### config.mk
export PLATFORM = sky130hd
export DESIGN_NAME = icache_way_sel
export DESIGN_NICKNAME = d
export VERILOG_FILES = /design/src/icache_pkg.sv /design/src/icache_way_sel.sv
export VERILOG_INCLUDE_DIRS = /design/src /design/src/src
export SDC_FILE = /design/constraint.sdc
export NUM_CORES = 1
export LEC_CHECK = 0
export BUFFER_PORTS_ARGS = -buffer_cell sky130_fd_sc_hd__clkbuf_2
export CAP_MARGIN = 15
export CORE_AREA = 2 2 91 93
export DETAILED_ROUTE_END_ITERATION = 7
export DIE_AREA = 0 0 93 95
export PLACE_DENSITY_LB_ADDON = 0.12
export REMOVE_ABC_BUFFERS = 1
export SYNTH_ARGS = -nofsm -noshare
export SYNTH_HDL_FRONTEND = slang
export SYNTH_SLANG_ARGS = --single-unit
### constraint.sdc
create_clock -name vclk -period 1.56
set_input_delay 0.234 -clock vclk [all_inputs]
set_output_delay 0.234 -clock vclk [all_outputs]
set_load 0.01 [all_outputs]
### src/icache_params.svh
`ifndef ICACHE_PARAMS_SVH
`define ICACHE_PARAMS_SVH

// cache geometry, fixed for this build

// set index bits, 16 sets
`define ICACHE_INDEX_W    4
// word offset inside a line, 4 words
`define ICACHE_OFFSET_W   2
// byte offset inside a word
`define ICACHE_BYTE_W     2
// two ways, the lru is one bit per set
`define ICACHE_WAYS       2

// derived sizes
`define ICACHE_SETS       (1 << `ICACHE_INDEX_W)
`define ICACHE_LINE_WORDS (1 << `ICACHE_OFFSET_W)

// whatever is left of a 32-bit address
`define ICACHE_TAG_W      (32 - `ICACHE_INDEX_W - `ICACHE_OFFSET_W - `ICACHE_BYTE_W)

`endif

### src/icache_pkg.sv
`default_nettype none

`include "icache_params.svh"

package icache_pkg;

    // address fields and data words
    typedef logic [31:0]                    addr_t;
    typedef logic [31:0]                    inst_t;
    typedef logic [`ICACHE_TAG_W-1:0]       tag_t;
    typedef logic [`ICACHE_INDEX_W-1:0]     index_t;
    typedef logic [`ICACHE_OFFSET_W-1:0]    offset_t;
    typedef logic [32*`ICACHE_LINE_WORDS-1:0] line_t;   // word 0 in the low bits
    typedef logic [`ICACHE_WAYS-1:0]        way_vec_t;  // one bit per way

    typedef enum logic [1:0] {
        index_inval = 2'd0,   // way taken from addr[0]
        hit_inval   = 2'd1,
        inval_all   = 2'd2
    } cacop_mode_e;

    typedef struct packed {
        addr_t       addr;
        logic        uncached;
        logic        is_op;     // cache operation, not a fetch
        cacop_mode_e mode;
    } fetch_req_t;

    typedef enum logic [2:0] {
        st_idle      = 3'd0,
        st_lookup    = 3'd1,
        st_miss_wait = 3'd2,
        st_op        = 3'd3,
        st_flush     = 3'd4
    } fsm_state_e;

endpackage

`default_nettype wire

### src/icache_way_sel.sv
`default_nettype none

`include "icache_params.svh"

module icache_way_sel (
    input  wire icache_pkg::way_vec_t                   hits,
    input  wire icache_pkg::inst_t [`ICACHE_WAYS-1:0]   words,
    input  wire icache_pkg::line_t                      mem_line,
    input  wire icache_pkg::offset_t                    offset,
    input  wire logic                                   sel_return,
    output logic                                        any_hit,
    output logic                                        hit_way,
    output icache_pkg::inst_t                           resp_inst
);

    assign any_hit = |hits;

    // lowest way wins if more than one ever hits
    always_comb begin
        hit_way = 1'b0;
        for (int i = `ICACHE_WAYS - 1; i >= 0; i--) begin
            if (hits[i]) begin
                hit_way = i[0];
            end
        end
    end

    // memory line during a return, else the hit way
    always_comb begin
        if (sel_return) begin
            resp_inst = mem_line[offset*32 +: 32];
        end else begin
            resp_inst = words[hit_way];
        end
    end

endmodule

`default_nettype wire

==> run summary <==
Yosys top cell area share -> 0.308
# DRC -> 0
Mapped Area -> 2080 um2
main area contributors after synthesis -> mux2i_1, a221oi_2, a211oi_2
Worst Tran Pin Value -> 0.561 ns
Synth area leader -> mux2i_1
via count -> 2,490
initial antenna violation count -> 0
PortBufs -> 231
CLK BUF -> 0
# placed instances -> 517
Max Cap Viol -> 0
worst vdd ir -> 131 uV
Final ANT Viol Nets -> 0
Final Hold Viols -> 0
list of most frequent post-synthesis cells -> mux2i_1, and3b_1, a221oi_2
period utilisation layout -> 0.939
WP data required -> 1.33 ns
GR Overflow Total -> 0
FMAX -> 683 MHz
Tot GR Track Use -> 0.160
post_cts resized -> 0
Logic pwr share -> 1.000
Mapped Cells -> 194
Fin Setup TNS -> 0 ns
First-pass DRT Iterations -> 3
sequential area share after synthesis -> 0
placer's final routability congestion estimate -> 0.891
initial core utilization -> 0.262
CP Class -> in2out
sw frac -> 0.463
Tot Pwr -> 937 uW
FF+latch area -> 0 um2
crit path max fanout -> 16
WL/cell -> 15.4 um
# IOs -> 231
antenna cells -> 0
number of global-route vias before repair -> 2,330
Cell Int Power -> 503 uW
row cnt -> 33
Setup violations, final -> 0
post-route cell area -> 3310 um2
post-synth cell types -> 16
minimum clock period -> 1.46 ns
PwrDens -> 283 nW/um2
Seq pwr share -> 0
status -> finished clean
pin count of the biggest net entering global routing -> 33
Core Area -> 7930 um2
RSZ-0062 raised after global routing -> no
Post-DP Area -> 3300 um2
clock share of power -> 0
DP HPWL -> 6770 um
pre-CTS setup slack -> 0.0508 ns
first-pass GRT wire length -> 11,600 um
layout cell share with drive strength beyond 1 -> 0.755
Leakage -> 1.89 nW
Syn Area/Cell -> 10.7 um2
worst path arrival time -> 1.23 ns
max-slew violation count -> 0
Hold Path Class -> in2out
fin worst setup slack -> 0.0954 ns
DRT iter0 DRCs -> 30
yosys warns -> 0
Sw Pwr -> 433 uW
Slew HR -> 0.626
startpoint types -> input port
die area -> 8840 um2
num sequential -> 0
Layout area overhead -> 59.5%
die width -> 93 um
Via-to-Cell Ratio -> 4.81
DIE HEIGHT -> 95 um
hold buffers post-CTS -> 0
Crit. End Element -> output pin
Non-Filler Instances -> 518
Post-CTS Setup Bufs -> 0
Post-Route WL -> 7990 um
fin nets -> 612
most frequent cell after synthesis -> mux2i_1
-- logic make-up after synthesis --
| kind of cell | synth area share |
|---|---|
| compound gates | 0.411 |
| mux | 0.308 |
| buf+inv | 0.133 |
| simple gates | 0.148 |
-- placed cells by master, fill, tap and decap left out, drive strengths merged --
| cell | count |
|---|---|
| and2 | 2 |
| nand2b | 1 |
| a211oi | 32 |
| clkbuf | 230 |
| inv | 1 |
| buf | 17 |
| nor2b | 1 |
| and3b | 32 |
| a221oi | 32 |
| mux2i | 64 |
| or2 | 1 |
-- worst max-delay path, cell delays in order --
cell	delay, ns
clkbuf_2	0.11
nand2b_2	0.23
buf_12	0.18
a211oi_2	0.27
a221oi_2	0.05
clkbuf_2	0.15
-- routing by layer --
| metal | vias up | wire length (um) | global-route usage |
|---|---|---|---|
| li1 | 1259 | - | - |
| met1 | 1120 | 3000 | 0.190 |
| met2 | 105 | 4380 | 0.313 |
| met3 | 6 | 566 | 0.0271 |
| met4 | 0 | 42 | 0.00980 |
| met5 | - | 0 | 0 |
-- layout make-up --
cell class	instances	area, um2
timing repair buffer	247	1350
inverter	1	3.75
tap	105	131
multi-input combinational	165	1820
fill	853	4610
-- through the flow --
step,util,hold slack (ns)
floorplan,-,0.572
global placement,0.416,0.886
detailed placement,0.416,0.885
CTS,0.416,0.885
global route,0.418,0.911
finish,0.418,0.881
-- power by group through the flow --
stage	Sequential (mW)	Combinational [mW]	Clock, mW
after detailed placement	0	0.945	0
after floorplan	0	0.425	0
final	0	0.937	0
after global placement	0	0.939	0
after CTS	0	0.948	0
after global routing	0	1.02	0
-- final timing paths --
path  cells after the start           end  slack, ns        start
max                       6  resp_inst[2]        0.1      hits[0]
min                       4  resp_inst[0]       0.88  mem_line[0]
(Power assumes the default switching activity.)
