### src/icache_params.svh
`ifndef ICACHE_PARAMS_SVH
`define ICACHE_PARAMS_SVH

// cache geometry, fixed for this build

// set index bits, 16 sets
`define ICACHE_INDEX_W    4
// word offset inside a line, 4 words
`define ICACHE_OFFSET_W   2
// byte offset inside a word
`define ICACHE_BYTE_W     2
// two ways, the lru is one bit per set
`define ICACHE_WAYS       2

// derived sizes
`define ICACHE_SETS       (1 << `ICACHE_INDEX_W)
`define ICACHE_LINE_WORDS (1 << `ICACHE_OFFSET_W)

// whatever is left of a 32-bit address
`define ICACHE_TAG_W      (32 - `ICACHE_INDEX_W - `ICACHE_OFFSET_W - `ICACHE_BYTE_W)

`endif

### src/icache_pkg.sv
`default_nettype none

`include "icache_params.svh"

package icache_pkg;

    // address fields and data words
    typedef logic [31:0]                    addr_t;
    typedef logic [31:0]                    inst_t;
    typedef logic [`ICACHE_TAG_W-1:0]       tag_t;
    typedef logic [`ICACHE_INDEX_W-1:0]     index_t;
    typedef logic [`ICACHE_OFFSET_W-1:0]    offset_t;
    typedef logic [32*`ICACHE_LINE_WORDS-1:0] line_t;   // word 0 in the low bits
    typedef logic [`ICACHE_WAYS-1:0]        way_vec_t;  // one bit per way

    typedef enum logic [1:0] {
        index_inval = 2'd0,   // way taken from addr[0]
        hit_inval   = 2'd1,
        inval_all   = 2'd2
    } cacop_mode_e;

    typedef struct packed {
        addr_t       addr;
        logic        uncached;
        logic        is_op;     // cache operation, not a fetch
        cacop_mode_e mode;
    } fetch_req_t;

    typedef enum logic [2:0] {
        st_idle      = 3'd0,
        st_lookup    = 3'd1,
        st_miss_wait = 3'd2,
        st_op        = 3'd3,
        st_flush     = 3'd4
    } fsm_state_e;

endpackage

`default_nettype wire

### src/icache_way.sv
`default_nettype none

`include "icache_params.svh"

module icache_way (
    input  wire logic                clk,
    input  wire logic                rstn,
    input  wire icache_pkg::tag_t    tag,
    input  wire icache_pkg::index_t  index,
    input  wire icache_pkg::offset_t offset,
    input  wire logic                fill_we,
    input  wire logic                inval,
    input  wire logic                inval_all,
    input  wire icache_pkg::line_t   fill_line,
    output logic                     hit,
    output icache_pkg::inst_t        word
);

    import icache_pkg::*;

    logic [`ICACHE_SETS-1:0] valid;
    tag_t                    tag_mem  [`ICACHE_SETS];
    line_t                   line_mem [`ICACHE_SETS];

    line_t sel_line;
    tag_t  sel_tag;

    //////////////////////////////////////////////////////////////////////
    // valid bits
    //////////////////////////////////////////////////////////////////////

    always_ff @(posedge clk) begin
        if (!rstn || inval_all) begin
            valid <= '0;
        end else begin
            if (fill_we) begin
                valid[index] <= 1'b1;
            end
            if (inval) begin
                valid[index] <= 1'b0;   // index or hit invalidate
            end
        end
    end

    //////////////////////////////////////////////////////////////////////
    // tag and line arrays
    //////////////////////////////////////////////////////////////////////

    // written at the buffered index in the return cycle
    always_ff @(posedge clk) begin
        if (fill_we) begin
            tag_mem[index]  <= tag;
            line_mem[index] <= fill_line;
        end
    end

    assign sel_tag  = tag_mem[index];
    assign sel_line = line_mem[index];

    // lookup on the buffered request
    assign hit  = valid[index] && (sel_tag == tag);
    assign word = sel_line[offset*32 +: 32];

endmodule

`default_nettype wire

### config.mk
export PLATFORM = sky130hd
export DESIGN_NAME = icache_way
export DESIGN_NICKNAME = d
export VERILOG_FILES = /design/src/icache_pkg.sv /design/src/icache_way.sv
export VERILOG_INCLUDE_DIRS = /design/src /design/src/src
export SDC_FILE = /design/constraint.sdc
export NUM_CORES = 2
export LEC_CHECK = 0
export CORE_MARGIN = 2
export CORE_UTILIZATION = 58
export DETAILED_ROUTE_END_ITERATION = 12
export DONT_BUFFER_PORTS = 1
export GPL_TIMING_DRIVEN = 1
export PLACE_DENSITY = 0.72
export SLEW_MARGIN = 10
export SYNTH_ARGS = -nofsm -noshare
export SYNTH_HDL_FRONTEND = slang
export SYNTH_SLANG_ARGS = --single-unit
### constraint.sdc
create_clock -name clk -period 27.3 [get_ports clk]
set_clock_uncertainty 0.1 [all_clocks]
set_input_delay 2.73 -clock clk [delete_from_list [all_inputs] [get_ports clk]]
set_output_delay 2.73 -clock clk [all_outputs]
set_load 0.05 [all_outputs]
==> impl_metrics.tcl <==
set metrics [dict create \
    grt.met2_usage_pct 40.70 \
    setup_violations 0 \
    fin_crit_sh_pct 41.16 \
    firstDrtPassIters 5 \
    areaGrowthSynthToFinish_pct 10.31 \
    overflow 0 \
    port_buffers 0 \
    dpl_cell_area_um2 95540 \
    num_antenna_cells 0 \
    drv_slew 435 \
    synth_cell_types 46 \
    clk_pin_slew_ns 0.06 \
    dp_hpwl_mm 102.1 \
    violations "max-slew violations" \
    hold_viol 0 \
    wl_per_cell_um 35.16 \
    antenna_left 0 \
    top_usage_layer "met2" \
    hold_path.class "flop to flop" \
    worstRegToRegCells 1 \
    clk_latency_ns 0.87 \
    cts_sinks 2448 \
    synth_edf_count 2432 \
    vias 41250 \
    cts_tree "done" \
    syn_area_per_cell_um2 25.51 \
    finalNetCount 3907 \
    cts_hold_buf 0 \
    syn_inst 3653 \
    cp_common_cell "mux4_2" \
    vias_per_cell 6.848 \
    path_buf_inv 0 \
    postCtsSetupBuffers 0 \
    drc 0 \
    netlist_area_um2 93190 \
    io_pins 196 \
    start_util_pct 58.24 \
    grt_pass1_wl_mm 303.7 \
    ys_seq_area_share_pct 78.71 \
    max_cap_viol_count 0 \
    crit_path_max_incr_delay_ns 1.33 \
    critPathLaunchType "input pin" \
    die_w_um 404.9 \
    crit_path_end_kind "output pin" \
    yosys_warnings 0 \
    cts_made_buffers 228 \
    required_ns 24.47 \
    syn-num-nets 3816 \
    root_buffer "clkbuf_16" \
    track_usage_pct 26.25 \
    cp_slowest_cell "mux4_2" \
    tightest_slew_ns 5.351 \
    worstPathCellList "mux4_2, mux4_2, xnor2_1, o2111ai_1, nor4_1, o2111a_1" \
    fin_area_um2 102800 \
    worstHoldPathCells 1 \
    finalCriticalPeriod_ns 11.24 \
    routed_wirelength_mm 211.7 \
    grt_start_max_net_pins 630 \
    startpoint "index[1]" \
    drive_gt1_share_pct 29.51 \
    rsz0062_at_grt "no" \
    post_cts_resized 0 \
    synth-main-ff-cell "edfxtp_1" \
    reg2reg_to "valid[5]" \
    antenna_found_initial 9 \
    fmax_ghz 0.08900 \
    fin_util_pct 64.25 \
    htreeDepth 4 \
    tns_ns 0 \
    crit_family "multiplexers" \
    r2r-start "valid[5]" \
    power_density_nw_per_um2 74.23 \
    crit_arrival_ns 8.41 \
    holdWs_ns 0.4344 \
    grt_use_met3_pct 6.699 \
    clockBufferDepth 3 \
    grtUsageMet1_pct 38.43 \
    rrSetupSlack_ns 26.49 \
    worstSetupPathType "input pin to output pin" \
    drt_iter0_drc 5324 \
    status "complete, but fails checks" \
    fp.coreArea_um2 160000 \
    relSlewSlack_pct -256.7 \
    cp_max_fo 629 \
    hp-start "valid[14]" \
    synth_seq_cells 2448 \
    power.leakage_uw 0.03155 \
    hold_end "valid[14]" \
    async_flop_share_pct 0 \
    dieArea_um2 163900 \
    ir_drop_mv 0.06600 \
    first_global_vias 42120 \
    rows 147 \
    place_congestion 0.7749 \
    die-height_um 404.9 \
]
## report_power, final
| part | switching [uW] | internal [uW] |
|---|---|---|
| sequential | 17.9 | 4210 |
| combinational | 151 | 179 |
| clock | 1350 | 1730 |
| total | 1520 | 6120 |
## per-layer routing
metal	vias up	share of wire, %
li1	16200	-
met1	22540	39
met2	2196	48
met3	307	11
met4	6	1.9
met5	-	0.022
## worst max-delay path by stage
stage | endpoint | cells after the start
floorplan | valid[11] | 9
global placement | hit | 9
detailed placement | word[10] | 6
CTS | word[10] | 6
global route | word[10] | 6
finish | hit | 6
## synth_stat cells (2+ instances only)
cell | instances | area [um^2]
a211o_1 | 2 | 17.52
buf_4 | 7 | 52.55
buf_2 | 72 | 360.4
nand2_1 | 31 | 116.4
o311ai_0 | 2 | 17.52
nand4_1 | 6 | 37.54
a21oi_1 | 3 | 15.01
mux2i_1 | 58 | 580.6
clkbuf_1 | 84 | 315.3
edfxtp_1 | 2432 | 73030
inv_1 | 9 | 33.78
o31ai_1 | 2 | 15.01
xor2_1 | 7 | 61.31
nor4_1 | 2 | 12.51
a31oi_1 | 6 | 37.54
mux2_2 | 5 | 56.30
a211oi_1 | 4 | 30.03
dfxtp_1 | 16 | 320.3
o21ai_0 | 8 | 40.04
xnor2_1 | 15 | 131.4
buf_1 | 21 | 78.83
nor2b_1 | 5 | 31.28
mux4_2 | 760 | 17120
a32oi_1 | 2 | 17.52
o211ai_1 | 4 | 30.03
a221oi_1 | 7 | 61.31
a22oi_1 | 5 | 37.54
o221a_2 | 16 | 180.2
nor2_1 | 30 | 112.6
buf_6 | 6 | 67.56
o22ai_1 | 4 | 25.02
nand3_1 | 8 | 40.04
## logic make-up (layout without fill, tap and decap cells)
| logic type | after synthesis | in the layout | synth area share, % |
|---|---|---|---|
| buf+inv | 200 | 484 | 0.9787 |
| mux | 823 | 823 | 19.05 |
| simple gates | 88 | 88 | 0.4243 |
| xor+xnor | 22 | 22 | 0.2068 |
| flops | 2448 | 2448 | 78.71 |
| compound gates | 72 | 72 | 0.6337 |
## cells in the final DEF (no fill, tap or decap), drive strengths merged, types with 2 or more instances in the layout
cell type	n
o211ai	4
nor2b	5
clkinv	111
a211o	2
inv	18
mux2	5
o31ai	2
nor4	2
o221a	16
clkinvlp	7
bufinv	18
a21oi	3
nand3	8
mux2i	58
a31oi	6
mux4	760
buf	51
clkbuf	279
dfxtp	16
a22oi	5
nor2	30
xor2	7
o311ai	2
a211oi	4
edfxtp	2432
nand4	6
o22ai	4
a221oi	7
a32oi	2
nand2	31
o21ai	8
xnor2	15
## metrics by stage
| step | std cells | power [uW] | setup slack, ns |
|---|---|---|---|
| final | 6023 | 7631 | 16.06 |
| after global routing | 6023 | 7804 | 17.02 |
| after CTS | 6023 | 7652 | 17.18 |
| after detailed placement | 5600 | 4615 | 17.15 |
| after global placement | 5600 | 4608 | 17.24 |
| after floorplan | 3653 | 4585 | 15.84 |
## state kept, by name (all words and copies together) (netlist names)
| register | cells |
|---|---|
| tag_mem | 384 |
| valid | 16 |
| line_mem | 2048 |
## cell type report
class	instances	area (um^2)
clock buffers	279	5979
multi-input cells	1005	19050
well taps	2086	2610
inverters	10	45.04
fillers	9958	57210
clock inverters	144	1282
repair buffers	51	483.0
flip-flops and latches	2448	73350
Power figures use the tool's default switching activity.
