$ cat src/icache_params.svh
`ifndef ICACHE_PARAMS_SVH
`define ICACHE_PARAMS_SVH

// cache geometry, fixed for this build

// set index bits, 16 sets
`define ICACHE_INDEX_W    4
// word offset inside a line, 4 words
`define ICACHE_OFFSET_W   2
// byte offset inside a word
`define ICACHE_BYTE_W     2
// two ways, the lru is one bit per set
`define ICACHE_WAYS       2

// derived sizes
`define ICACHE_SETS       (1 << `ICACHE_INDEX_W)
`define ICACHE_LINE_WORDS (1 << `ICACHE_OFFSET_W)

// whatever is left of a 32-bit address
`define ICACHE_TAG_W      (32 - `ICACHE_INDEX_W - `ICACHE_OFFSET_W - `ICACHE_BYTE_W)

`endif

$ cat src/icache_pkg.sv
`default_nettype none

`include "icache_params.svh"

package icache_pkg;

    // address fields and data words
    typedef logic [31:0]                    addr_t;
    typedef logic [31:0]                    inst_t;
    typedef logic [`ICACHE_TAG_W-1:0]       tag_t;
    typedef logic [`ICACHE_INDEX_W-1:0]     index_t;
    typedef logic [`ICACHE_OFFSET_W-1:0]    offset_t;
    typedef logic [32*`ICACHE_LINE_WORDS-1:0] line_t;   // word 0 in the low bits
    typedef logic [`ICACHE_WAYS-1:0]        way_vec_t;  // one bit per way

    typedef enum logic [1:0] {
        index_inval = 2'd0,   // way taken from addr[0]
        hit_inval   = 2'd1,
        inval_all   = 2'd2
    } cacop_mode_e;

    typedef struct packed {
        addr_t       addr;
        logic        uncached;
        logic        is_op;     // cache operation, not a fetch
        cacop_mode_e mode;
    } fetch_req_t;

    typedef enum logic [2:0] {
        st_idle      = 3'd0,
        st_lookup    = 3'd1,
        st_miss_wait = 3'd2,
        st_op        = 3'd3,
        st_flush     = 3'd4
    } fsm_state_e;

endpackage

`default_nettype wire

$ cat src/icache_fsm.sv
`default_nettype none

module icache_fsm (
    input  wire logic                   clk,
    input  wire logic                   rstn,
    input  wire logic                   req_valid,
    input  wire logic                   req_is_op,   // is_op of the presented request
    input  wire logic                   fetch_stall,
    input  wire logic                   flush,
    input  wire icache_pkg::fetch_req_t cur,
    input  wire logic                   any_hit,
    input  wire logic                   hit_way,
    input  wire logic                   mem_data_ok,
    input  wire logic                   victim,
    output logic                        buf_we,
    output logic                        icache_stall,
    output logic                        resp_valid,
    output logic                        op_ack,
    output logic                        mem_req,
    output logic                        sel_return,
    output logic                        lru_use,
    output logic                        lru_way,
    output logic                        inval_all,
    output icache_pkg::way_vec_t        fill_we,
    output icache_pkg::way_vec_t        inval
);

    import icache_pkg::*;

    fsm_state_e state;
    fsm_state_e next_state;
    fsm_state_e accept_state;

    logic miss;
    logic open_win;   // this state can take a new request
    logic accept;

    // uncached always goes to memory, even on a hit
    assign miss = !any_hit || cur.uncached;

    //////////////////////////////////////////////////////////////////////
    // acceptance
    //////////////////////////////////////////////////////////////////////

    // an op is held off while a response goes out, so op_ack never meets resp_valid
    assign icache_stall = !open_win || (resp_valid && req_valid && req_is_op);
    assign buf_we       = !icache_stall && !fetch_stall;
    assign accept       = buf_we && req_valid;
    assign op_ack       = accept && req_is_op;

    always_comb begin
        if (!accept) begin
            accept_state = st_idle;
        end else if (req_is_op) begin
            accept_state = st_op;
        end else begin
            accept_state = st_lookup;
        end
    end

    //////////////////////////////////////////////////////////////////////
    // state register and next state
    //////////////////////////////////////////////////////////////////////

    always_ff @(posedge clk) begin
        if (!rstn) begin
            state <= st_idle;
        end else begin
            state <= next_state;
        end
    end

    always_comb begin
        case (state)
            st_lookup: begin
                if (flush) begin
                    next_state = st_flush;      // drop the lookup
                end else if (miss) begin
                    next_state = st_miss_wait;
                end else begin
                    next_state = accept_state;
                end
            end
            st_miss_wait: next_state = mem_data_ok ? accept_state : st_miss_wait;
            st_op:        next_state = flush ? st_flush : accept_state;
            st_flush:     next_state = flush ? st_flush : accept_state;
            default:      next_state = accept_state;
        endcase
    end

    //////////////////////////////////////////////////////////////////////
    // outputs
    //////////////////////////////////////////////////////////////////////

    always_comb begin
        open_win   = 1'b0;
        resp_valid = 1'b0;
        mem_req    = 1'b0;
        sel_return = 1'b0;
        lru_use    = 1'b0;
        lru_way    = hit_way;
        inval_all  = 1'b0;
        fill_we    = '0;
        inval      = '0;
        case (state)
            st_idle: open_win = 1'b1;
            st_flush: open_win = !flush;
            st_lookup: begin
                mem_req = miss;                 // dropped next cycle if flushed
                if (!flush) begin
                    if (!miss) begin
                        resp_valid = 1'b1;
                        lru_use    = 1'b1;
                        open_win   = 1'b1;
                    end else if (any_hit) begin
                        inval[hit_way] = 1'b1;  // uncached hit kills the line
                    end
                end
            end
            st_miss_wait: begin
                mem_req = 1'b1;                 // flush ignored while waiting
                if (mem_data_ok) begin
                    resp_valid = 1'b1;
                    sel_return = 1'b1;
                    open_win   = 1'b1;
                    if (!cur.uncached) begin
                        fill_we[victim] = 1'b1;
                        lru_use         = 1'b1;
                        lru_way         = victim;
                    end
                end
            end
            st_op: begin
                if (!flush) begin
                    open_win = 1'b1;
                    case (cur.mode)
                        index_inval: inval[cur.addr[0]] = 1'b1;
                        hit_inval: begin
                            if (any_hit) begin
                                inval[hit_way] = 1'b1;
                            end
                        end
                        icache_pkg::inval_all: inval_all = 1'b1;
                        default: ;
                    endcase
                end
            end
            default: ;
        endcase
    end

endmodule

`default_nettype wire

$ cat config.mk
export PLATFORM = sky130hd
export DESIGN_NAME = icache_fsm
export DESIGN_NICKNAME = d
export VERILOG_FILES = /design/src/icache_pkg.sv /design/src/icache_fsm.sv
export VERILOG_INCLUDE_DIRS = /design/src /design/src/src
export SDC_FILE = /design/constraint.sdc
export NUM_CORES = 1
export LEC_CHECK = 0
export BUFFER_PORTS_ARGS = -buffer_cell sky130_fd_sc_hd__buf_2
export CAP_MARGIN = 20
export CORE_MARGIN = 1.5
export CORE_UTILIZATION = 27
export CTS_CLUSTER_SIZE = 40
export DETAILED_ROUTE_END_ITERATION = 16
export PLACE_DENSITY = 0.81
export SLEW_MARGIN = 20
export SYNTH_ARGS = -nofsm -noshare
export SYNTH_HDL_FRONTEND = slang
export SYNTH_SLANG_ARGS = --single-unit
$ cat constraint.sdc
create_clock -name clk -period 1.8 [get_ports clk]
set_input_delay 0.36 -clock clk [delete_from_list [all_inputs] [get_ports clk]]
set_output_delay 0.36 -clock clk [all_outputs]
set_load 0.01 [all_outputs]
==> reports/results.ini <==
[sta]
worst_slew_pin_slew_ps = 269.9
relSlewSlack_pct = 81.88
finalHoldViolations = 0
setup_viol = 5
worst_slack_ps = -79.75
hold_ws_ps = 347.2
finClkSkew_ps = 0.3469
setup_tns_ps = -315.3
layout_min_cycle_time_ps = 1880
grt_setup_unrepaired = true
drv_slew = 0
timing.fmax_mhz = 532.0
finalCritPeriodShare_pct = 104.4

[floorplanning]
design.core.area_um2 = 1301
start_util_pct = 28.65
die_area_um2 = 1613
die_w_um = 40.16
die_h_um = 40.16
io-pin-count = 59
rows = 13

[setup_path]
worst_path_largest_cell_delay_ps = 370
cp.required_ps = 1440
crit_arrival_ps = 1520
worst-path-max-fanout = 5
reg2reg_depth = 6
timing.rr.start = state[0]$_SDFF_PN0_
endpoint_kind = output port
crit_type = reg -> out
cp-start-kind = flop
rr_endpoint = state[0]$_SDFF_PN0_
worstPathCellList = buf_4 -> nand4bb_4 -> or3_4 -> o22ai_2 -> buf_2
slowest_stage = or3_4
reg2reg_slack_ps = 230

[logic_synthesis]
avgSynthCellArea_um2 = 7.768
synth_commonest_cells = nand2_1 (5), inv_1 (4), nor2_1 (4), dfxtp_1 (3)
synth_cells = 48
netlist_area_um2 = 372.9
synth-seq-cells = 3
yosys.area.top_type = dfxtp_1
synth_area_leaders = dfxtp_1 (16%), mux2i_1 (5.4%), nand2_1 (5.0%), a31o_4 (4.7%), and4bb_4 (4.4%)
synth-main-ff-cell = dfxtp_1
synth-edff-count = 0
synth_fp_nets = 94
yosys.area.top_type_share_pct = 16.11
synthArstFlopShare_pct = 0
yosysSeqAreaShare_pct = 16.11
yosysWarningCount = 0
yosysMostFrequentCell = nand2_1
ys_types = 27

[job]
cap_violations = 0

[route]
ant_nets = 0
wl_per_cell_um = 11.69
drtIter0Drc = 7
drc = 0
wl_um = 1169
viasPerCell = 4.790
vias = 479
drt_pass1_iterations = 3

[power_and_ir_drop]
p_total_w = 0.0003017
irDropWorstVdd_mv = 0.3668
p_leak_nw = 0.3376
power.density_nw_per_um2 = 441.6

[clock_network]
h-tree-depth = 1
root_buffer = clkbuf_4
cts_buffers = 3
cts_tree = yes
clock-sinks = 3
cts.path.max_buffers = 2
clk_pin_slew_ps = 40
ctsHoldBuffers = 0
worstSkewPairLatency_ps = 230

[global_routing]
grt_pass1_wl_um = 1400
first_global_vias = 344
grt_use_total_pct = 13.14
antenna_found_initial = 0
grt_overflow = 0
grt_max_degree = 8

[final_layout]
largest_reg_flops = 3
largest_register = state
layout.area.seq_um2 = 68.82
multiInputGateArea_um2 = 350.3
syn_to_final_growth_pct = 83.22
top_regs = state (3)
antennaDiodeCount = 0
fillers = 131
nets = 132
design_area_um2 = 683.2
drive_above_1_share_pct = 61.18

[min_path]
holdPathEnd = state[0]$_SDFF_PN0_
hold_path_class = in -> reg
whs_path_depth = 2
worstHoldStart = fetch_stall

[status]
violations = negative setup slack
status = finished with violations

[placement]
io_buffers = 26
place_area_um2 = 510.5
dpl.hpwl_um = 766.4
gp_congestion = 0.8198

==> kinds of logic (layout without fill, tap and decap cells) <==
group,count (synthesis),after routing,synth area share [%]
compound gates,10,10,21.48
simple gates,27,27,47.98
mux,2,2,5.369
buf+inv,6,43,9.060
flops,3,3,16.11
==> timing repair <==
item	in CTS	in global routing
resized for setup	10	9
endpoints found under the setup margin	6	7
hold endpoints to repair	0	0
setup buffers	5	3
pin swaps	2	5
==> cells in the final DEF, fill, tap and decap left out, types with 2 or more instances in the layout <==
| cell | synthesis | routed |
|---|---|---|
| o22ai_2 | 0 | 2 |
| nor2_1 | 4 | 4 |
| nand2_1 | 5 | 3 |
| nand3_1 | 2 | 2 |
| nand2b_1 | 2 | 2 |
| nand2_2 | 0 | 2 |
| buf_4 | 1 | 7 |
| nor3b_1 | 2 | 2 |
| inv_1 | 4 | 4 |
| nor4_1 | 2 | 2 |
| clkbuf_4 | 0 | 3 |
| buf_2 | 0 | 26 |
| dfxtp_4 | 0 | 2 |
| a21oi_1 | 2 | 2 |
==> worst max-delay path by stage <==
stage                              startpoint        to
after floorplan           state[0]$_SDFF_PN0_    buf_we
after global routing      state[0]$_SDFF_PN0_    buf_we
after global placement                  flush    buf_we
final                     state[0]$_SDFF_PN0_  inval[0]
after CTS                 state[2]$_SDFF_PN0_    op_ack
after detailed placement                flush    buf_we
==> area by class of cell <==
cell class / instances / area share [%]
Clock buffer: 4 / 3.846
Inverter: 4 / 2.198
Multi-Input combinational cell: 39 / 51.28
Sequential cell: 3 / 10.07
Tap cell: 15 / 2.747
Timing Repair Buffer: 35 / 29.85
==> per-stage QoR <==
step	util, %	worst slack, ps	cells
finish	52.50	-79.75	100
global route	52.50	-147.8	100
CTS	46.73	-92.07	97
global placement	39.23	23.89	88
floorplan	-	31.41	48
detailed placement	39.23	1.278	88
==> layer usage <==
layer	wire length, µm	GRT usage, %	vias to the layer above
met1	455	17.26	212
met5	0	0	-
met4	0	5.172	0
met3	58	5.000	0
li1	-	-	254
met2	655	18.95	13
==> report_power, final <==
group	internal (W)	switching (W)	leakage (nW)
sequential	0.0000684	0.00000545	0.0264
combinational	0.0000571	0.0000519	0.296
clock	0.0000831	0.0000357	0.0150
==> critical path: cells and delay by family, from the launching register on <==
family | cells | cell delay (ps)
AO/OA/AOI/OAI | 1 | 160
buffers and inverters | 2 | 270
flip-flops | 1 | 360
AND/OR/NAND/NOR | 2 | 500
No activity file was read; power rests on OpenSTA's default activity.
