[src/icache_params.svh]
`ifndef ICACHE_PARAMS_SVH
`define ICACHE_PARAMS_SVH

// cache geometry, fixed for this build

// set index bits, 16 sets
`define ICACHE_INDEX_W    4
// word offset inside a line, 4 words
`define ICACHE_OFFSET_W   2
// byte offset inside a word
`define ICACHE_BYTE_W     2
// two ways, the lru is one bit per set
`define ICACHE_WAYS       2

// derived sizes
`define ICACHE_SETS       (1 << `ICACHE_INDEX_W)
`define ICACHE_LINE_WORDS (1 << `ICACHE_OFFSET_W)

// whatever is left of a 32-bit address
`define ICACHE_TAG_W      (32 - `ICACHE_INDEX_W - `ICACHE_OFFSET_W - `ICACHE_BYTE_W)

`endif

[src/icache_pkg.sv]
`default_nettype none

`include "icache_params.svh"

package icache_pkg;

    // address fields and data words
    typedef logic [31:0]                    addr_t;
    typedef logic [31:0]                    inst_t;
    typedef logic [`ICACHE_TAG_W-1:0]       tag_t;
    typedef logic [`ICACHE_INDEX_W-1:0]     index_t;
    typedef logic [`ICACHE_OFFSET_W-1:0]    offset_t;
    typedef logic [32*`ICACHE_LINE_WORDS-1:0] line_t;   // word 0 in the low bits
    typedef logic [`ICACHE_WAYS-1:0]        way_vec_t;  // one bit per way

    typedef enum logic [1:0] {
        index_inval = 2'd0,   // way taken from addr[0]
        hit_inval   = 2'd1,
        inval_all   = 2'd2
    } cacop_mode_e;

    typedef struct packed {
        addr_t       addr;
        logic        uncached;
        logic        is_op;     // cache operation, not a fetch
        cacop_mode_e mode;
    } fetch_req_t;

    typedef enum logic [2:0] {
        st_idle      = 3'd0,
        st_lookup    = 3'd1,
        st_miss_wait = 3'd2,
        st_op        = 3'd3,
        st_flush     = 3'd4
    } fsm_state_e;

endpackage

`default_nettype wire

[src/icache_lru.sv]
`default_nettype none

`include "icache_params.svh"

module icache_lru (
    input  wire logic               clk,
    input  wire logic               rstn,
    input  wire icache_pkg::index_t index,
    input  wire logic               use_en,
    input  wire logic               use_way,
    output logic                    victim
);

    // one bit per set, points at the least recently used way
    logic [`ICACHE_SETS-1:0] lru_bits;

    always_ff @(posedge clk) begin
        if (!rstn) begin
            lru_bits <= '0;                     // way 0 goes first
        end else if (use_en) begin
            lru_bits[index] <= ~use_way;        // the other way is now older
        end
    end

    assign victim = lru_bits[index];

endmodule

`default_nettype wire

[config.mk]
export PLATFORM = sky130hd
export DESIGN_NAME = icache_lru
export DESIGN_NICKNAME = d
export VERILOG_FILES = /design/src/icache_pkg.sv /design/src/icache_lru.sv
export VERILOG_INCLUDE_DIRS = /design/src /design/src/src
export SDC_FILE = /design/constraint.sdc
export NUM_CORES = 1
export LEC_CHECK = 0
export ABC_AREA = 1
export BUFFER_PORTS_ARGS = -buffer_cell sky130_fd_sc_hd__clkbuf_2
export CAP_MARGIN = 20
export CELL_PAD_IN_SITES_DETAIL_PLACEMENT = 2
export CELL_PAD_IN_SITES_GLOBAL_PLACEMENT = 2
export CORE_ASPECT_RATIO = 1.5
export CORE_MARGIN = 2
export CORE_UTILIZATION = 26
export DETAILED_ROUTE_END_ITERATION = 10
export GPL_ROUTABILITY_DRIVEN = 0
export GPL_TIMING_DRIVEN = 1
export PLACE_DENSITY_LB_ADDON = 0.1
export SLEW_MARGIN = 20
export SYNTH_ARGS = -nofsm -noshare
export SYNTH_HDL_FRONTEND = slang
export SYNTH_SLANG_ARGS = --single-unit
[constraint.sdc]
create_clock -name clk -period 0.8 [get_ports clk]
set_input_delay 0.08 -clock clk [delete_from_list [all_inputs] [get_ports clk]]
set_output_delay 0.08 -clock clk [all_outputs]
set_load 0.05 [all_outputs]
==> impl_results.md, run 1 <==
- Max reg flops: 16
- Most frequent cells in the layout: nand2_1, a21oi_1, dfxtp_2, nand2_2, o21ai_1
- Final Hold Fails: 0
- Crit-path max FO: 2
- Clk root buf: clkbuf_8
- Boundary Pins: 9
- Simple-gate area share of the yosys netlist: 34.1%
- Synthesized instance count: about 130
- Clock Latency Late Sink: 0.25 ns
- Starting Density: 27.6%
- Startpoint types: flip-flop
- Die height: 72.4 um
- Violated checks: setup timing
- #FFs+latches synth: 16
- Clk buf depth: 2
- Total global routing track utilization: 18.2%
- Die area: 3590 sq um
- Cell taking the most area after synthesis: dfxtp_1
- Initial antenna violation count: 0
- Via count: 905
- Largest net degree at the start of global routing: 17
- Distinct cell type count after synthesis: 13
- Syn_nets: approximately 140
- Area grow syn2layout: 44.9%
- First-pass GRT wire length: 4820 um
- Largest registers: lru_bits (16)
- Worst Skew: 0 ns
- H-Tree Depth: 1
- Final period util: 163%
- Nets: 154
- Main combinational cell family by area after synthesis: simple AND/OR/NAND/NOR gates
- RSZ-0062 raised after global routing: yes
- Num CTS Buffers: 3
- Xor-xnor portion of the synthesized cell area: 0%
- Final instance count without filler cells: 184
- Final hold slack: 0.267 ns
- Filler Cell Count: 372
- YS warnings: 0
- Post-Place Cells: 179
- Port bufs: 8
- Register area share after synthesis: 39.5%
- Crit-path cells: nand2_1 -> nand2_2 -> nand2_2 -> nand2_2 -> nand2_1 -> nand2_1 -> inv_2 -> nand2_4 -> clkbuf_16
- Synth Area in Compound Gates: between 15 and 20%
- Total gr overflow: 0
- DRT iter0 DRCs: 7
- CTS clock-pin slew for the worst setup and hold paths: 0.07 ns
- Total power: 1.84 mW
- Avg Cell Area, Syn: 6.33 sq um
- CP max stage cell: dfxtp_2
- CTS tree: yes
- CP peak stage delay: 0.32 ns
- Multi-input logic area: 539 sq um
- Leading cell type in the layout, fill and taps excluded: nand2_1
- Die width: 49.6 um
- Tmin final: around 1.3 ns
- Mux contribution to synthesized area: 0%
- Final-report setup violation count: 1
- Tightest Hold Check Type: in2reg
- Worst Max-Slew Pin Slew: 0.350 ns
- Max Cap Viol: 0
- Max transition margin: 76.7%
- Vias in the first global route: 1022
- Worst EP required: 0.72 ns
- CTS Hold Bufs: 0
- Crit path DAT: 1.23 ns
- PnR worst setup slack: -0.507 ns
- Final slew viol count: 0
- LEAKAGE: between 0.5 and 0.6 nW
- Routed Antenna Nets: 0
- Status: complete, but fails checks
- PD cells: about 1600 nW/um^2
- Fin Setup TNS: -0.507 ns
- Ratio of cells with drive above 1 in the final layout: 44.8%
- Detailed-route wire length: 3030 um
- Vias per inst: 4.92
- CORE AREA: 2940 sq um
- Routed len/inst: 16.4 um
- Synthesized area: just over 800 sq um
- Critical path class: reg2out
- Yosys top cell area share: between 30 and 40%
- CTS Sinks: 16
- Adder-Cell Fraction of Synth Area: 0%
- FF+latch area: 337 sq um
- Synth top area cells: dfxtp_1, nand2_1, a21oi_1
- Biggest register: lru_bits
- FMAX: 765 MHz
- DP HPWL: between 2000 and 2500 um
- Worst setup EP type: output pin
- DRT Pass-1 Iters: 3
- Ant diodes: 0
- # rows: 24
- Util after Layout: 39.9%
- Peak supply drop: 0.835 mV
- DR DRC count: 0
-- worst paths after layout --
kind                                    end  cells past startpoint  slack [ns]                 startpoint
setup / recovery                     victim                      9       -0.51   lru_bits[8]$_SDFFE_PN0P_
hold / removal     lru_bits[5]$_SDFFE_PN0P_                      3        0.27                       rstn
setup reg to reg  lru_bits[10]$_SDFFE_PN0P_                      2        0.09  lru_bits[10]$_SDFFE_PN0P_
hold reg to reg    lru_bits[5]$_SDFFE_PN0P_                      2        0.53   lru_bits[5]$_SDFFE_PN0P_
-- worst max-delay path, delay by kind of cell, from the launching register on --
family / cells / cell delay [ns]
flip-flops: 1 / 0.32
buffers and inverters: 2 / 0.22
AND/OR/NAND/NOR: 7 / 0.42
-- logic make-up after synthesis --
kind of cell | count (synthesis)
AO/OA/AOI/OAI | 32
buffers and inverters | 13
AND/OR/NAND/NOR | 67
flip-flops | 16
-- synth_stat cells --
cell type   n
nand2_1    45
nor2_1     18
a21oi_1    16
dfxtp_1    16
o21ai_0     8
o21ai_1     8
inv_1       7
nand3_2     4
inv_2       2
buf_1       1
buf_2       1
buf_4       1
clkbuf_1    1
-- through the flow --
stage,cell area [sq um],setup WS (ns)
floorplan,820,-0.0516
global placement,948,-0.426
detailed placement,948,-0.461
CTS,1110,-0.511
global route,1170,-0.606
finish,1170,-0.507
-- layout make-up --
type / instances / area share [%]
multi-input combinational: 99 / 45.9
sequential: 16 / 28.6
timing repair buffer: 16 / 12.9
clock buffer: 4 / 4.69
tap: 39 / 4.15
inverter: 9 / 3.09
timing repair inverter: 1 / 0.639
-- power breakdown --
group | total, mW | internal [mW] | leakage [nW] | switching [mW]
Clock | 0.735 | 0.437 | 0.0288 | 0.298
Combinational | 0.277 | 0.102 | 0.340 | 0.176
Sequential | 0.826 | 0.816 | 0.136 | 0.00986
-- routing by layer --
metal  global-route usage, %  up-vias  wire [um]
li1                        -      444          -
met1                    19.6      447       1180
met2                    34.5        9       1740
met3                    2.67        5         57
met4                    7.72        0         41
met5                       0        -          0
-- timing repair --
| item | CTS | global route |
|---|---|---|
| pin swaps | 10 | 13 |
| cloned | 1 | 0 |
| setup endpoints to repair | 16 | 11 |
| gates resized for setup | 35 | 20 |
| buffers inserted | 2 | 0 |
| hold endpoints to repair | 0 | 0 |
Power figures use the tool's default switching activity.
==> inputs of run 2 (changes only) <==
--- a/config.mk
+++ b/config.mk
@@ -11,14 +11,14 @@
 export CAP_MARGIN = 20
 export CELL_PAD_IN_SITES_DETAIL_PLACEMENT = 2
 export CELL_PAD_IN_SITES_GLOBAL_PLACEMENT = 2
-export CORE_ASPECT_RATIO = 1.5
+export CORE_ASPECT_RATIO = 2
 export CORE_MARGIN = 2
 export CORE_UTILIZATION = 26
 export DETAILED_ROUTE_END_ITERATION = 10
 export GPL_ROUTABILITY_DRIVEN = 0
-export GPL_TIMING_DRIVEN = 1
 export PLACE_DENSITY_LB_ADDON = 0.1
 export SLEW_MARGIN = 20
 export SYNTH_ARGS = -nofsm -noshare
 export SYNTH_HDL_FRONTEND = slang
 export SYNTH_SLANG_ARGS = --single-unit
+export TNS_END_PERCENT = 10
==> run 2 against run 1 <==
Against the previous run: the run still ends with setup timing left; critical endpoint unchanged; sequential power about the same; critical path depth unchanged; sequential share of layout area increased by 4.3 points; register-to-register slack better by 0.02 ns; worst setup slack better by 0.029 ns; first-iteration DRC count increased by 140%.
==> impl_results.md, run 2 (synthesis gave the netlist of run 1 again) <==
- Worst setup EP type: output pin
- Final Hold Fails: 0 (unchanged)
- PnR worst setup slack: -0.478 ns (+0.0288 ns)
- First-pass GRT wire length: 4540 um (-5.9%)
- Vias in the first global route: 978 (-4.3%)
- DR DRC count: 0 (unchanged)
- CTS Hold Bufs: 0 (unchanged)
- Crit path DAT: 1.20 ns (-0.03 ns)
- # rows: 28 (+17%)
- Total gr overflow: 0 (unchanged)
- CP max stage cell: dfxtp_2
- Hold path start: rstn
- Multi-input logic area: 459 sq um (-15%)
- CP top delay family: simple AND/OR/NAND/NOR gates
- Ratio of cells with drive above 1 in the final layout: 31.2% (-14 points)
- CP peak stage delay: 0.35 ns (+0.03 ns)
- Clk root buf: clkbuf_8
- Crit-path cells: nand2_2 -> nand2_1 -> nand2_1 -> nand2_1 -> nand2_1 -> nand2_1 -> inv_2 -> nand2_4 -> buf_12
- Die height: 83.0 um (+15%)
- Worst Path Buf+Inv: 2 (unchanged)
- LEAKAGE: 0.473 nW (-6.2%)
- Vias per inst: 5.21 (+5.9%)
- Ant diodes: 0 (unchanged)
- Leading cell type in the layout, fill and taps excluded: nand2_1
- CTS clock-pin slew for the worst setup and hold paths: 0.07 ns (about the same)
- DP HPWL: 2100 um (-2.1%)
- Worst Skew: 0 ns (unchanged)
- Tmin final: 1.28 ns (-0.0288 ns)
- Util after Layout: 34.2% (-5.7 points)
- Hold Path Depth: 3 (unchanged)
- H-Tree Depth: 1 (unchanged)
- Final instance count without filler cells: 171 (-7.1%)
- Max transition margin: 75.5% (-1.1 points)
- Final-report setup violation count: 1 (unchanged)
- Reg2Reg Depth: 2 (unchanged)
- Post-CTS setup-driven buffer insertion count: 0 (-2)
- Setup crit end: victim
- Total global routing track utilization: 16.6% (-1.6 points)
- Num CTS Buffers: 3 (unchanged)
- Boundary Pins: 9 (unchanged)
- Violated checks: setup timing
- Final slew viol count: 0 (unchanged)
- Reg2reg end: lru_bits[6]$_SDFFE_PN0P_
- Startpoint types: flip-flop
- Port bufs: 8 (unchanged)
- Routed Antenna Nets: 0 (unchanged)
- RSZ-0062 raised after global routing: yes
- Peak supply drop: 0.948 mV (+14%)
- Fin Setup TNS: -0.478 ns (+0.0288 ns)
- Largest net degree at the start of global routing: 17 (unchanged)
- Final period util: 160% (-3.6 points)
- Max Cap Viol: 0 (unchanged)
- Status: complete, but fails checks
- CORE AREA: 2980 sq um (+1.2%)
- Placement Setup Slack: -0.280 ns (+0.182 ns)
- Largest registers: lru_bits (16)
- Die area: 3610 sq um (+0.49%)
- Area grow syn2layout: 25.6%
- FMAX: 782 MHz (+2.3%)
- Die width: 43.5 um (-12%)
- Reg2reg start: lru_bits[6]$_SDFFE_PN0P_
- DRT Pass-1 Iters: 4 (+1)
- PD cells: 1730 nW/um^2 (+11%)
- Filler Cell Count: 388 (+4.3%)
- Crit-path max FO: 2 (unchanged)
- Initial antenna violation count: 0 (unchanged)
- CTS tree: yes
- Reg2reg setup slack: 0.11 ns (+0.02 ns)
- Clk buf depth: 2 (unchanged)
- FF+latch area: 335 sq um (-0.37%)
- Most frequent cells in the layout: nand2_1, a21oi_1, nor2_1, dfxtp_2
- Critical path class: reg2out
- Tightest Hold Check Type: in2reg
- CP Depth: 9 (unchanged)
- Clock Latency Late Sink: 0.25 ns (about the same)
- Nets: 150 (-2.6%)
- Biggest register: lru_bits
- Most frequent cell on the critical path: nand2_1
- Worst Max-Slew Pin Slew: 0.367 ns (+0.0171 ns)
- Max reg flops: 16 (unchanged)
- Detailed-route wire length: 2660 um (-12%)
- DRT iter0 DRCs: 17 (+10)
- Post-Place Cells: 167 (-6.7%)
- Worst setup path start: lru_bits[6]$_SDFFE_PN0P_
- Worst EP required: 0.72 ns (about the same)
- Via count: 891 (-1.5%)
- Starting Density: 27.2% (-0.32 points)
- CTS Sinks: 16 (unchanged)
- Routed len/inst: 15.6 um (-5.3%)
-- run 2: cell types whose count changed in the layout (fill, tap and decap cells not counted), moves of 4 or more --
cell / before / now
nand3_2: 0 / 4
nand2_1: 32 / 43
nand2_2: 12 / 1
nand3_4: 4 / 0
nor2_1: 8 / 13
o21ai_0: 4 / 8
o21ai_1: 12 / 8
-- run 2: area by class of cell --
cell class / instances / share of cell area [%]
clock buffer: 4 / 5.41
inverter: 9 / 3.81
multi-input combinational: 99 / 45.1
sequential: 16 / 32.9
tap: 30 / 3.69
timing repair buffer: 13 / 9.09
-- run 2: routing by layer --
layer	track usage, %	vias to the layer above	routed length [um]
li1	-	438	-
met2	31.1	11	1570
met5	0	-	0
met4	4.13	0	29
met1	18.4	437	1010
met3	2.61	5	55
-- run 2: power by group --
part	switching, mW	total [mW]	internal (mW)
Clock	0.294	0.731	0.437
Sequential	0.0108	0.827	0.816
Combinational	0.141	0.209	0.0676
Total	0.446	1.77	1.32
-- run 2: what timing repair did --
action,in CTS,in global routing
pin swaps,3,7
gates resized for setup,6,14
setup endpoints to repair,4,16
-- run 2: tightest hold or removal path, stage by stage --
cell and delay, ns:
clkbuf_2 0.22, o21ai_0 0.13, a21oi_1 0.05
-- run 2: metrics by stage --
step,power (mW),area [sq um],hold WS (ns)
floorplan,0.948,820,0.214
global placement,1.04,930,0.507
detailed placement,1.05,930,0.524
CTS,1.80,992,0.273
global route,1.86,1020,0.318
finish,1.77,1020,0.269
-- run 2: worst min-delay path by stage --
stage	to	slack, ns
CTS	lru_bits[1]$_SDFFE_PN0P_	0.27
detailed placement	lru_bits[5]$_SDFFE_PN0P_	0.52
floorplan	lru_bits[4]$_SDFFE_PN0P_	0.21
global route	lru_bits[0]$_SDFFE_PN0P_	0.32
finish	lru_bits[2]$_SDFFE_PN0P_	0.27
global placement	lru_bits[13]$_SDFFE_PN0P_	0.51
==> inputs of run 3 (changes only) <==
--- a/config.mk
+++ b/config.mk
@@ -13,7 +13,8 @@
 export CELL_PAD_IN_SITES_GLOBAL_PLACEMENT = 2
 export CORE_ASPECT_RATIO = 2
 export CORE_MARGIN = 2
-export CORE_UTILIZATION = 26
+export CORE_UTILIZATION = 28
+export CTS_BUF_LIST = sky130_fd_sc_hd__clkbuf_2
 export DETAILED_ROUTE_END_ITERATION = 10
 export GPL_ROUTABILITY_DRIVEN = 0
 export PLACE_DENSITY_LB_ADDON = 0.1
==> run 3 against run 2 <==
Against the previous run: the flow still finishes with violations (setup timing); clock-buffer cell count decreased by 1; final area decreased by 3.8%; worst setup slack got worse by 0.097 ns; non-clock buffer count increased by 2; combinational power about the same; via count decreased by 2.0%; highest routed layer unchanged.
==> impl_results.md, run 3 (synthesis gave the netlist of run 1 again) <==
- Status: complete, but fails checks
- Violated checks: setup timing
- Post-Place Cells: 167 (unchanged)
- Nets: 152 (+1.3%)
- Crit-path cells: nand2_1 -> nand2_1 -> nand2_1 -> nand2_1 -> nand2_1 -> nand2_1 -> inv_2 -> nand2_4 -> buf_12
- Worst setup EP type: output pin
- Routed len/inst: 15.4 um (-0.95%)
- Worst setup path start: lru_bits[8]$_SDFFE_PN0P_
- CP peak stage delay: 0.36 ns (about the same)
- Initial antenna violation count: 0 (unchanged)
- Peak supply drop: 0.901 mV (-4.9%)
- DRT Pass-1 Iters: 4 (unchanged)
- Final-report setup violation count: 1 (unchanged)
- Vias in the first global route: 944 (-3.5%)
- Most frequent cell on the critical path: nand2_1
- Hold path start: use_way
- Boundary Pins: 9 (unchanged)
- Port bufs: 8 (unchanged)
- First-pass GRT wire length: 4400 um (-3.0%)
- Most frequent cells in the layout: nand2_1, nor2_1, a21oi_1, dfxtp_2, clkbuf_2
- Crit path DAT: 1.29 ns (+0.09 ns)
- Final Hold Fails: 0 (unchanged)
- Startpoint types: flip-flop
- Clk root buf: clkbuf_2
- Area grow syn2layout: 20.8%
- Final period util: 172% (+12 points)
- FMAX: 728 MHz (-7.0%)
- Max reg flops: 16 (unchanged)
- Clock Latency Late Sink: 0.30 ns (+0.05 ns)
- Tmin final: 1.37 ns (+0.0965 ns)
- Reg2reg start: lru_bits[6]$_SDFFE_PN0P_
- Die area: 3370 sq um (-6.6%)
- Routed Antenna Nets: 0 (unchanged)
- Final hold slack: 0.214 ns (-0.0558 ns)
- Final instance count without filler cells: 172 (+0.58%)
- PnR worst setup slack: -0.574 ns (-0.0965 ns)
- RSZ-0062 raised after global routing: yes
- Worst Skew: 0 ns (unchanged)
- Leading cell type in the layout, fill and taps excluded: nand2_1
- Max transition margin: 76.0% (+0.42 points)
- Filler Cell Count: 356 (-8.2%)
- Max Cap Viol: 0 (unchanged)
- Worst EP required: 0.72 ns (about the same)
- # rows: 27 (-3.6%)
- CP max stage cell: dfxtp_2
- Vias per inst: 5.08 (-2.6%)
- Ant diodes: 0 (unchanged)
- PD cells: 1440 nW/um^2 (-17%)
- Die width: 42.1 um (-3.3%)
- Via count: 873 (-2.0%)
- Critical path class: reg2out
- CORE AREA: 2770 sq um (-7.0%)
- DR DRC count: 0 (unchanged)
- Fin Setup TNS: -0.574 ns (-0.0965 ns)
- CTS Hold Bufs: 0 (unchanged)
- Total global routing track utilization: 17.6% (+1.0 points)
- Num CTS Buffers: 3 (unchanged)
- Largest net degree at the start of global routing: 17 (unchanged)
- Total gr overflow: 0 (unchanged)
- Worst Max-Slew Pin Slew: 0.360 ns (-0.00636 ns)
- DP HPWL: 2080 um (-1.0%)
- Starting Density: 29.3% (+2.0 points)
- Largest registers: lru_bits (16)
- CTS Sinks: 16 (unchanged)
- CTS clock-pin slew for the worst setup and hold paths: 0.16 ns (+0.09 ns)
- Placement Setup Slack: -0.314 ns (-0.0349 ns)
- Crit-path max FO: 2 (unchanged)
- Tightest Hold Check Type: in2reg
- DRT iter0 DRCs: 6 (-11)
- Clk buf depth: 2 (unchanged)
- Detailed-route wire length: 2650 um (-0.38%)
- Reg2reg setup slack: 0.06 ns (-0.05 ns)
- Die height: 80.1 um (-3.5%)
- LEAKAGE: 0.469 nW (-0.88%)
- Ratio of cells with drive above 1 in the final layout: 28.7% (-2.5 points)
- H-Tree Depth: 1 (unchanged)
- Final slew viol count: 0 (unchanged)
- CTS tree: yes
- Biggest register: lru_bits
==> run 3: changes by cell type in the layout (fill, tap and decap cells not counted), moves of 3 or more <==
cell	before	now
nor2_1	13	18
clkbuf_2	7	10
clkbuf_8	4	0
nor2_2	5	0
==> run 3: where the power goes <==
group	internal [mW]	leakage, nW	total [mW]	switching, mW
Combinational	0.0699	0.319	0.207	0.137
Sequential	0.817	0.136	0.827	0.0101
Clock	0.109	0.0140	0.378	0.270
Total	0.995	0.469	1.41	0.417
==> run 3: path summary, 6_finish.rpt <==
path	end	depth (start not counted)
worst max-delay path	victim	9
worst min-delay path	lru_bits[5]$_SDFFE_PN0P_	2
worst max register to register	lru_bits[6]$_SDFFE_PN0P_	3
worst min register to register	lru_bits[8]$_SDFFE_PN0P_	2
==> run 3: area by class of cell <==
type / count / area, sq um / share of cell area, %
Tap cell: 29 / 36.3 / 3.70
Clock buffer: 3 / 15.0 / 1.53
Inverter: 9 / 33.8 / 3.45
Sequential cell: 16 / 337 / 34.4
Clock inverter: 1 / 3.75 / 0.383
Multi-Input combinational cell: 99 / 447 / 45.6
Timing Repair Buffer: 15 / 108 / 11.0
==> run 3: worst max-delay path, delay by kind of cell (launching register included) <==
kind                   cells  cell delay (ns)
buffers and inverters      2             0.18
and+or+nand+nor            7             0.46
DFF                        1             0.36
==> run 3: repair_timing <==
item                       CTS  global route
setup endpoints to repair    1             5
setup buffers                0             1
pin swaps                    1             7
resized for setup            8             7
==> run 3: per-layer routing <==
layer,GRT usage (%),share of wire [%],wire length [um],vias to the layer above
met1,19.5,41,1080,422
li1,-,-,-,439
met2,33.9,57,1500,8
met3,2.02,1.9,51,4
met5,0,0,0,-
met4,5.63,0.87,23,0
==> run 3: metrics by stage <==
stage	util, %	power (mW)	cell area [sq um]
after floorplan	-	0.948	820
after global placement	33.8	1.04	936
after detailed placement	33.8	1.05	936
after CTS	34.8	1.43	963
after global routing	35.4	1.49	980
final	35.4	1.41	980
